### src/branch_pkg.sv
`default_nettype none

package branch_pkg;

    typedef logic [31:0] word_t;
    typedef logic [31:0] addr_t;
    typedef logic [31:0] instr_t; // opcode, rs, rt, imm / jump index.

    typedef enum logic [5:0] {
        OP_BTYPE = 6'd1, // REGIMM group, rt selects the branch.
        OP_J     = 6'd2,
        OP_JAL   = 6'd3,
        OP_BEQ   = 6'd4,
        OP_BNE   = 6'd5,
        OP_BLEZ  = 6'd6,
        OP_BGTZ  = 6'd7
    } opcode_t;

    typedef enum logic [4:0] {
        BR_BLTZ   = 5'd0,
        BR_BGEZ   = 5'd1,
        BR_BLTZAL = 5'd16,
        BR_BGEZAL = 5'd17
    } btype_t;

    typedef struct packed {
        addr_t  pc;
        instr_t instr;
        word_t  rs_val;
        word_t  rt_val;
    } br_req_t;

    typedef struct packed {
        addr_t new_pc;
        logic  link;
        addr_t link_pc;
        logic  exc;     // reserved REGIMM code.
        logic  unknown; // not a branch opcode.
    } br_res_t;

    // link writes go to $ra.
    localparam logic [4:0] REG_RA = 5'd31;

    localparam int DEF_IN_DEPTH  = 4;
    localparam int DEF_OUT_DEPTH = 4;

endpackage

`default_nettype wire

### src/credit_fifo.sv
`timescale 1ns/1ps
`default_nettype none

module credit_fifo #(
    parameter type payload_t = logic,
    parameter int  DEPTH     = 4,
    parameter int  CREDITS   = 4
) (
    input  logic     clk,
    input  logic     arst_n,
    input  logic     push,
    input  payload_t push_data,
    output logic     credit_return,
    input  logic     credit_in,
    output logic     pop_valid,
    output payload_t pop_data
);
    localparam int PTR_W = (DEPTH > 1) ? $clog2(DEPTH) : 1;
    localparam int CNT_W = $clog2(DEPTH + 1);
    localparam int CRD_W = $clog2(CREDITS + 1);

    payload_t mem [DEPTH];

    logic [PTR_W-1:0] wr_ptr, rd_ptr;
    logic [CNT_W-1:0] count;
    logic [CRD_W-1:0] credit_cnt; // slots known free downstream.
    logic             wr_en;

    assign wr_en = push && (count != CNT_W'(DEPTH));

    // pop as soon as there is data and somewhere to put it.
    assign pop_valid     = (count != '0) && (credit_cnt != '0);
    assign pop_data      = mem[rd_ptr];
    assign credit_return = pop_valid;

    always_ff @(posedge clk) begin
        if (wr_en) begin
            mem[wr_ptr] <= push_data;
        end
    end

    always_ff @(posedge clk or negedge arst_n) begin
        if (!arst_n) begin
            wr_ptr <= '0;
            rd_ptr <= '0;
            count  <= '0;
        end else begin
            if (wr_en) begin
                wr_ptr <= (wr_ptr == PTR_W'(DEPTH - 1)) ? '0 : wr_ptr + 1'b1;
            end
            if (pop_valid) begin
                rd_ptr <= (rd_ptr == PTR_W'(DEPTH - 1)) ? '0 : rd_ptr + 1'b1;
            end
            case ({wr_en, pop_valid})
                2'b10:   count <= count + 1'b1;
                2'b01:   count <= count - 1'b1;
                default: count <= count;
            endcase
        end
    end

    always_ff @(posedge clk or negedge arst_n) begin
        if (!arst_n) begin
            credit_cnt <= CRD_W'(CREDITS);
        end else begin
            case ({credit_in, pop_valid})
                2'b10:   credit_cnt <= credit_cnt + 1'b1;
                2'b01:   credit_cnt <= credit_cnt - 1'b1;
                default: credit_cnt <= credit_cnt; // both or neither.
            endcase
        end
    end

endmodule

`default_nettype wire

### src/branch_cond_eval.sv
`timescale 1ns/1ps
`default_nettype none

module branch_cond_eval import branch_pkg::*; (
    input  instr_t instr,
    input  word_t  rs_val,
    input  word_t  rt_val,
    output logic   taken,
    output logic   link,
    output logic   exc,
    output logic   unknown
);
    opcode_t opcode;
    btype_t  btype;

    assign opcode = opcode_t'(instr[31:26]);
    assign btype  = btype_t'(instr[20:16]); // rt field picks the REGIMM op.

    always_comb begin
        taken   = 1'b0;
        link    = 1'b0;
        exc     = 1'b0;
        unknown = 1'b0;
        case (opcode)
            OP_BEQ:  taken = (rs_val == rt_val);
            OP_BNE:  taken = (rs_val != rt_val);
            OP_BLEZ: taken = ($signed(rs_val) <= 0);
            OP_BGTZ: taken = ($signed(rs_val) > 0);
            OP_J:    taken = 1'b1;
            OP_JAL: begin
                taken = 1'b1;
                link  = 1'b1;
            end
            OP_BTYPE: begin
                case (btype)
                    BR_BLTZ, BR_BLTZAL: taken = ($signed(rs_val) < 0);
                    BR_BGEZ, BR_BGEZAL: taken = ($signed(rs_val) >= 0);
                    default:            exc   = 1'b1;
                endcase
                // AL forms link whether taken or not.
                link = (btype == BR_BLTZAL) || (btype == BR_BGEZAL);
            end
            default: unknown = 1'b1;
        endcase
    end

endmodule

`default_nettype wire

### src/branch_target_calc.sv
`timescale 1ns/1ps
`default_nettype none

module branch_target_calc import branch_pkg::*; (
    input  addr_t  pc,
    input  instr_t instr,
    output addr_t  seq_pc,
    output addr_t  link_pc,
    output addr_t  target_pc,
    output addr_t  jump_pc
);
    logic [17:0] offset;
    addr_t       next_pc;

    assign offset  = {instr[15:0], 2'b00};
    assign next_pc = pc + 32'd4;

    // skip the delay slot.
    assign seq_pc  = pc + 32'd8;
    assign link_pc = pc + 32'd8;

    assign target_pc = next_pc + {{14{offset[17]}}, offset};
    assign jump_pc   = {pc[31:28], instr[25:0], 2'b00}; // same 256 MB region.

endmodule

`default_nettype wire

### src/branch_resolve.sv
`timescale 1ns/1ps
`default_nettype none

module branch_resolve import branch_pkg::*; (
    input  logic    clk,
    input  logic    arst_n,
    input  logic    valid,
    input  instr_t  instr,
    input  logic    taken,
    input  logic    link,
    input  logic    exc,
    input  logic    unknown,
    input  addr_t   seq_pc,
    input  addr_t   link_pc,
    input  addr_t   target_pc,
    input  addr_t   jump_pc,
    output logic    res_valid,
    output br_res_t res
);
    opcode_t opcode;
    logic    is_jump;
    logic    fault;
    br_res_t res_d;

    assign opcode  = opcode_t'(instr[31:26]);
    assign is_jump = (opcode == OP_J) || (opcode == OP_JAL);
    assign fault   = exc || unknown;

    always_comb begin
        res_d.link_pc = link_pc;
        res_d.exc     = exc;
        res_d.unknown = unknown;
        if (fault) begin
            // fall through, no register write.
            res_d.new_pc = seq_pc;
            res_d.link   = 1'b0;
        end else begin
            res_d.link = link;
            if (is_jump) begin
                res_d.new_pc = jump_pc;
            end else if (taken) begin
                res_d.new_pc = target_pc;
            end else begin
                res_d.new_pc = seq_pc;
            end
        end
    end

    always_ff @(posedge clk or negedge arst_n) begin
        if (!arst_n) begin
            res_valid <= 1'b0;
        end else begin
            res_valid <= valid;
        end
    end

    always_ff @(posedge clk) begin
        if (valid) begin
            res <= res_d;
        end
    end

endmodule

`default_nettype wire

### src/branch_unit.sv
`timescale 1ns/1ps
`default_nettype none

module branch_unit import branch_pkg::*; #(
    parameter int IN_DEPTH    = DEF_IN_DEPTH,
    parameter int OUT_DEPTH   = DEF_OUT_DEPTH,
    parameter int OUT_CREDITS = DEF_OUT_DEPTH
) (
    input  logic   clk,
    input  logic   arst_n,
    input  logic   in_valid,
    input  addr_t  in_pc,
    input  instr_t in_instr,
    input  word_t  in_rs_val,
    input  word_t  in_rt_val,
    output logic   in_credit,
    output logic   out_valid,
    output addr_t  out_new_pc,
    output logic   out_link,
    output addr_t  out_link_pc,
    output logic   out_exc,
    output logic   out_unknown,
    input  logic   out_credit
);
    br_req_t req_in, req;
    br_res_t res, res_out;
    logic    req_valid, res_valid;
    logic    res_credit; // result queue slot freed.
    logic    taken, link, exc, unknown;
    addr_t   seq_pc, link_pc, target_pc, jump_pc;

    assign req_in = '{pc: in_pc, instr: in_instr, rs_val: in_rs_val, rt_val: in_rt_val};

    // credits come from the result queue, so at most OUT_DEPTH in flight.
    credit_fifo #(
        .payload_t (br_req_t),
        .DEPTH     (IN_DEPTH),
        .CREDITS   (OUT_DEPTH)
    ) req_fifo_inst (
        .clk           (clk),
        .arst_n        (arst_n),
        .push          (in_valid),
        .push_data     (req_in),
        .credit_return (in_credit),
        .credit_in     (res_credit),
        .pop_valid     (req_valid),
        .pop_data      (req)
    );

    branch_cond_eval cond_eval_inst (
        .instr   (req.instr),
        .rs_val  (req.rs_val),
        .rt_val  (req.rt_val),
        .taken   (taken),
        .link    (link),
        .exc     (exc),
        .unknown (unknown)
    );

    branch_target_calc target_calc_inst (
        .pc        (req.pc),
        .instr     (req.instr),
        .seq_pc    (seq_pc),
        .link_pc   (link_pc),
        .target_pc (target_pc),
        .jump_pc   (jump_pc)
    );

    branch_resolve resolve_inst (
        .clk       (clk),
        .arst_n    (arst_n),
        .valid     (req_valid),
        .instr     (req.instr),
        .taken     (taken),
        .link      (link),
        .exc       (exc),
        .unknown   (unknown),
        .seq_pc    (seq_pc),
        .link_pc   (link_pc),
        .target_pc (target_pc),
        .jump_pc   (jump_pc),
        .res_valid (res_valid),
        .res       (res)
    );

    credit_fifo #(
        .payload_t (br_res_t),
        .DEPTH     (OUT_DEPTH),
        .CREDITS   (OUT_CREDITS)
    ) res_fifo_inst (
        .clk           (clk),
        .arst_n        (arst_n),
        .push          (res_valid),
        .push_data     (res),
        .credit_return (res_credit),
        .credit_in     (out_credit),
        .pop_valid     (out_valid),
        .pop_data      (res_out)
    );

    assign out_new_pc  = res_out.new_pc;
    assign out_link    = res_out.link;
    assign out_link_pc = res_out.link_pc;
    assign out_exc     = res_out.exc;
    assign out_unknown = res_out.unknown;

endmodule

`default_nettype wire

### config.mk
export PLATFORM = sky130hd
export DESIGN_NAME = branch_unit
export DESIGN_NICKNAME = d
export VERILOG_FILES = /design/src/branch_pkg.sv /design/src/credit_fifo.sv /design/src/branch_cond_eval.sv /design/src/branch_target_calc.sv /design/src/branch_resolve.sv /design/src/branch_unit.sv
export SDC_FILE = /design/constraint.sdc
export NUM_CORES = 1
export LEC_CHECK = 0
export BUFFER_PORTS_ARGS = -buffer_cell sky130_fd_sc_hd__clkbuf_2
export CORE_MARGIN = 3
export CORE_UTILIZATION = 51
export DETAILED_ROUTE_END_ITERATION = 8
export PLACE_DENSITY = 0.74
export SLEW_MARGIN = 30
export SYNTH_ARGS = -nofsm -noshare
export SYNTH_HDL_FRONTEND = slang
export SYNTH_SLANG_ARGS = --single-unit
### constraint.sdc
create_clock -name clk -period 12.5 [get_ports clk]
set_clock_uncertainty 0.2 [all_clocks]
set_input_delay 1.875 -clock clk [delete_from_list [all_inputs] [get_ports clk]]
set_output_delay 1.875 -clock clk [all_outputs]
set_load 0.1 [all_outputs]
==> impl_results.md <==
- FP Rows: 95
- GR peak layer: met2
- Worst Path Max Fanout: 28
- CP endpoint kind: register
- CTS Root Cell: clkbuf_16
- Worst setup margin: 6930 ps
- Layout area overhead: 14.0%
- # clock sinks: 868
- GRT met1 Usage: 26.6%
- Top cells by area, synth: edfxtp_1 73%, mux4_2 12%, ha_1 2.6%, xor2_1 1.5%, dfrtp_1 1.4%
- Mapped Area: 34700 um^2
- Worst Hold Class: reg -> reg
- Layout cell share with drive strength beyond 1: between 20 and 30%
- Port Buffers: 200
- Share of the synthesized area in the top cell type: 73.3%
- Clock Latency Late Sink: 630 ps
- Power Dens Cells: 181 nW/um^2
- DRC Markers: 0
- Met3 Track Usage GR: under 10%
- # fillers: ~4800
- Die X: about 270 um
- Cells after synthesis: 1692
- # IOs: 201
- Pre-CTS worst setup slack: 6860 ps
- Post-DRT Antenna Nets: 0
- Setup Total Neg Slack: 0 ps
- Synthesized flop and latch total: 868
- Layout Cells excl Fill: 2895
- Met2 Track Usage GR: 31.6%
- Worst EP required: 12690 ps
- Final Max Slew Viols: 0
- Reg clk slew, reported paths: 60 ps
- Final hold violations: 0
- Final layout net count: 2154
- Largest net degree at the start of global routing: 78
- Most used cells in the layout excluding fill and tap cells: 847 x edfxtp_1, 200 x clkbuf_2, 192 x mux4_2, 88 x clkbuf_16, 72 x ha_1
- Post-CTS resize count: 0
- Core Region: 67300 um^2
- Kind of critical path: reg -> reg
- Chip height: 267 um
- Gr ovfl total: 0
- Final period util: 44.6%
- Vias in the first global route: ~17000
- Global-route wire length before repair: 105000 um
- Maximum vdd drop: 136 uV
- Wire per inst: 23.8 um
- MaxCap Viol Count: 0
- Post-synth top area cell: edfxtp_1
- Syn Area/Cell: 20.5 um^2
- Count of final setup violators: 0
- HPWL Detailed: 44100 um
- Starting DRT DRC Count: 1306
- Sequential-to-total area share from yosys stat: 74.8%
- Fraction of registers with async set/reset: 2.42%
- WP data arrival: 5760 ps
- Tmin final: 5570 ps
- Post-synth net total: 1901
- Antenna violations before repair: 21
- Vias per cell: around 5.8
- CTS HTree Levels: 3
- FMAX: 180 MHz
- Post-Route WL: 69000 um
- Total track usage: between 10% and 20%
- Placed insts: roughly 2700
- Slew HR: roughly 36%
- Leakage dissipation: 13.0 nW
- Ys Warns: 0
- Detailed-route via count: 16800
- Unrepaired setup endpoints after global routing: no
- Post-synth EDFFs: around 850
- Crit start category: register
- Top_reg_cell synth: edfxtp_1
- Post-synth cell types: 64
- DR pass1 iterations: 7
- Post-CTS Hold Buffers: 0
- Commonest non-fill, non-tap cell in the layout: edfxtp_1
- Die area: 71200 um^2
- Max clock buf depth: 3
- Postcts setup bufs: 0
- CTS tree: built
- Status: complete, no violations
- Initial Utilization: 51.6%
- Tightest Pin Transition: between 900 and 1000 ps
- Final GP Congestion: 0.859
- Total CTS buffers: 86
metal layers:
layer | part of all wire [%] | routed length [um] | vias to the layer above
li1 | - | - | 7479
met1 | 40 | 27500 | 8597
met2 | 49 | 33900 | 534
met3 | 7.9 | 5460 | 152
met4 | 2.9 | 2020 | 22
met5 | 0.20 | 141 | -
critical path: stages (launching register included):
cell and delay [ps]:
dfrtp_4 760, buf_4 590, mux4_2 630, ha_1 330
ha_1 230, fa_1 440, a211oi_1 340, o21bai_1 160
o221ai_1 490, o2111ai_1 300, a21o_1 230, a21oi_1 170
xnor2_1 80, a311o_1 340
stage by stage:
stage          instance area (um^2)  util, %  hold WS [ps]  power, mW
2_1_floorplan                 34700        -           259       4.42
3_3_place_gp                  36700     54.6           265       4.67
3_5_place_dp                  36800     54.6           280       4.72
4_1_cts                       39500     58.7           293       7.20
5_1_grt                       39500     58.8           304       7.44
6_report                      39600     58.8           293       7.14
cells by family (layout without fill, tap and decap cells):
logic type	Yosys count	after routing	synth area share [%]
multiplexers	207	207	12.9
adder cells (fa/ha/maj)	77	77	2.88
AND/OR/NAND/NOR	213	213	3.13
AO/OA/AOI/OAI	133	133	2.65
buffers and inverters	99	420	1.25
flip-flops	868	868	74.8
XOR/XNOR	95	95	2.40
other	0	9	0
cell usage after synthesis, types with 19 or more instances:
library cell / number
nor4_1: 19
dfrtp_1: 19
xor2_1: 59
edfxtp_1: 847
nor2_1: 60
xnor2_1: 36
nand3_1: 19
mux4_2: 192
a21oi_1: 25
clkbuf_1: 26
inv_1: 42
nor3_1: 19
nand2_1: 40
ha_1: 72
worst paths after layout:
kind / cells past startpoint / to / slack [ps] / start
max in group asynchronous: 1 / req_fifo_inst.rd_ptr[0]$_DFFE_PN0P_ / 10580 / arst_n
hold reg to reg: 0 / res_fifo_inst.mem[3][58]$_DFFE_PP_ / 290 / resolve_inst.res[58]$_DFFE_PP_
setup reg to reg: 13 / resolve_inst.res[60]$_DFFE_PP_ / 6930 / req_fifo_inst.rd_ptr[0]$_DFFE_PN0P_
setup / recovery: 13 / resolve_inst.res[60]$_DFFE_PP_ / 6930 / req_fifo_inst.rd_ptr[0]$_DFFE_PN0P_
min in group asynchronous: 1 / res_fifo_inst.rd_ptr[0]$_DFFE_PN0P_ / 1050 / arst_n
hold / removal: 0 / res_fifo_inst.mem[3][58]$_DFFE_PP_ / 290 / resolve_inst.res[58]$_DFFE_PP_
registers in the layout, indices dropped and copies added, names as in the netlist:
name,cells
req_fifo_inst.count,3
req_fifo_inst.credit_cnt,3
req_fifo_inst.mem,512
req_fifo_inst.rd_ptr,2
req_fifo_inst.wr_ptr,2
res_fifo_inst.count,3
res_fifo_inst.credit_cnt,3
res_fifo_inst.mem,268
res_fifo_inst.rd_ptr,2
res_fifo_inst.wr_ptr,2
resolve_inst.res,67
resolve_inst.res_valid,1
final cells by class:
cell class	instances	area, um^2	area share (%)
multi-input cells	725	8350	21.1
clock inverters	44	420	1.06
clock buffers	112	2330	5.90
well taps	873	1090	2.76
repair buffers	221	1210	3.06
inverters	43	161	0.408
diodes	9	22.5	0.0569
flip-flops and latches	868	26000	65.7
where the power goes:
| group | switching, mW | total (mW) | internal [mW] |
|---|---|---|---|
| Clock | 1.05 | 2.48 | 1.43 |
| Combinational | 0.649 | 1.02 | 0.373 |
| Sequential | 0.0712 | 3.64 | 3.57 |
| Total | 1.77 | 7.14 | 5.37 |
Power figures use the tool's default switching activity.
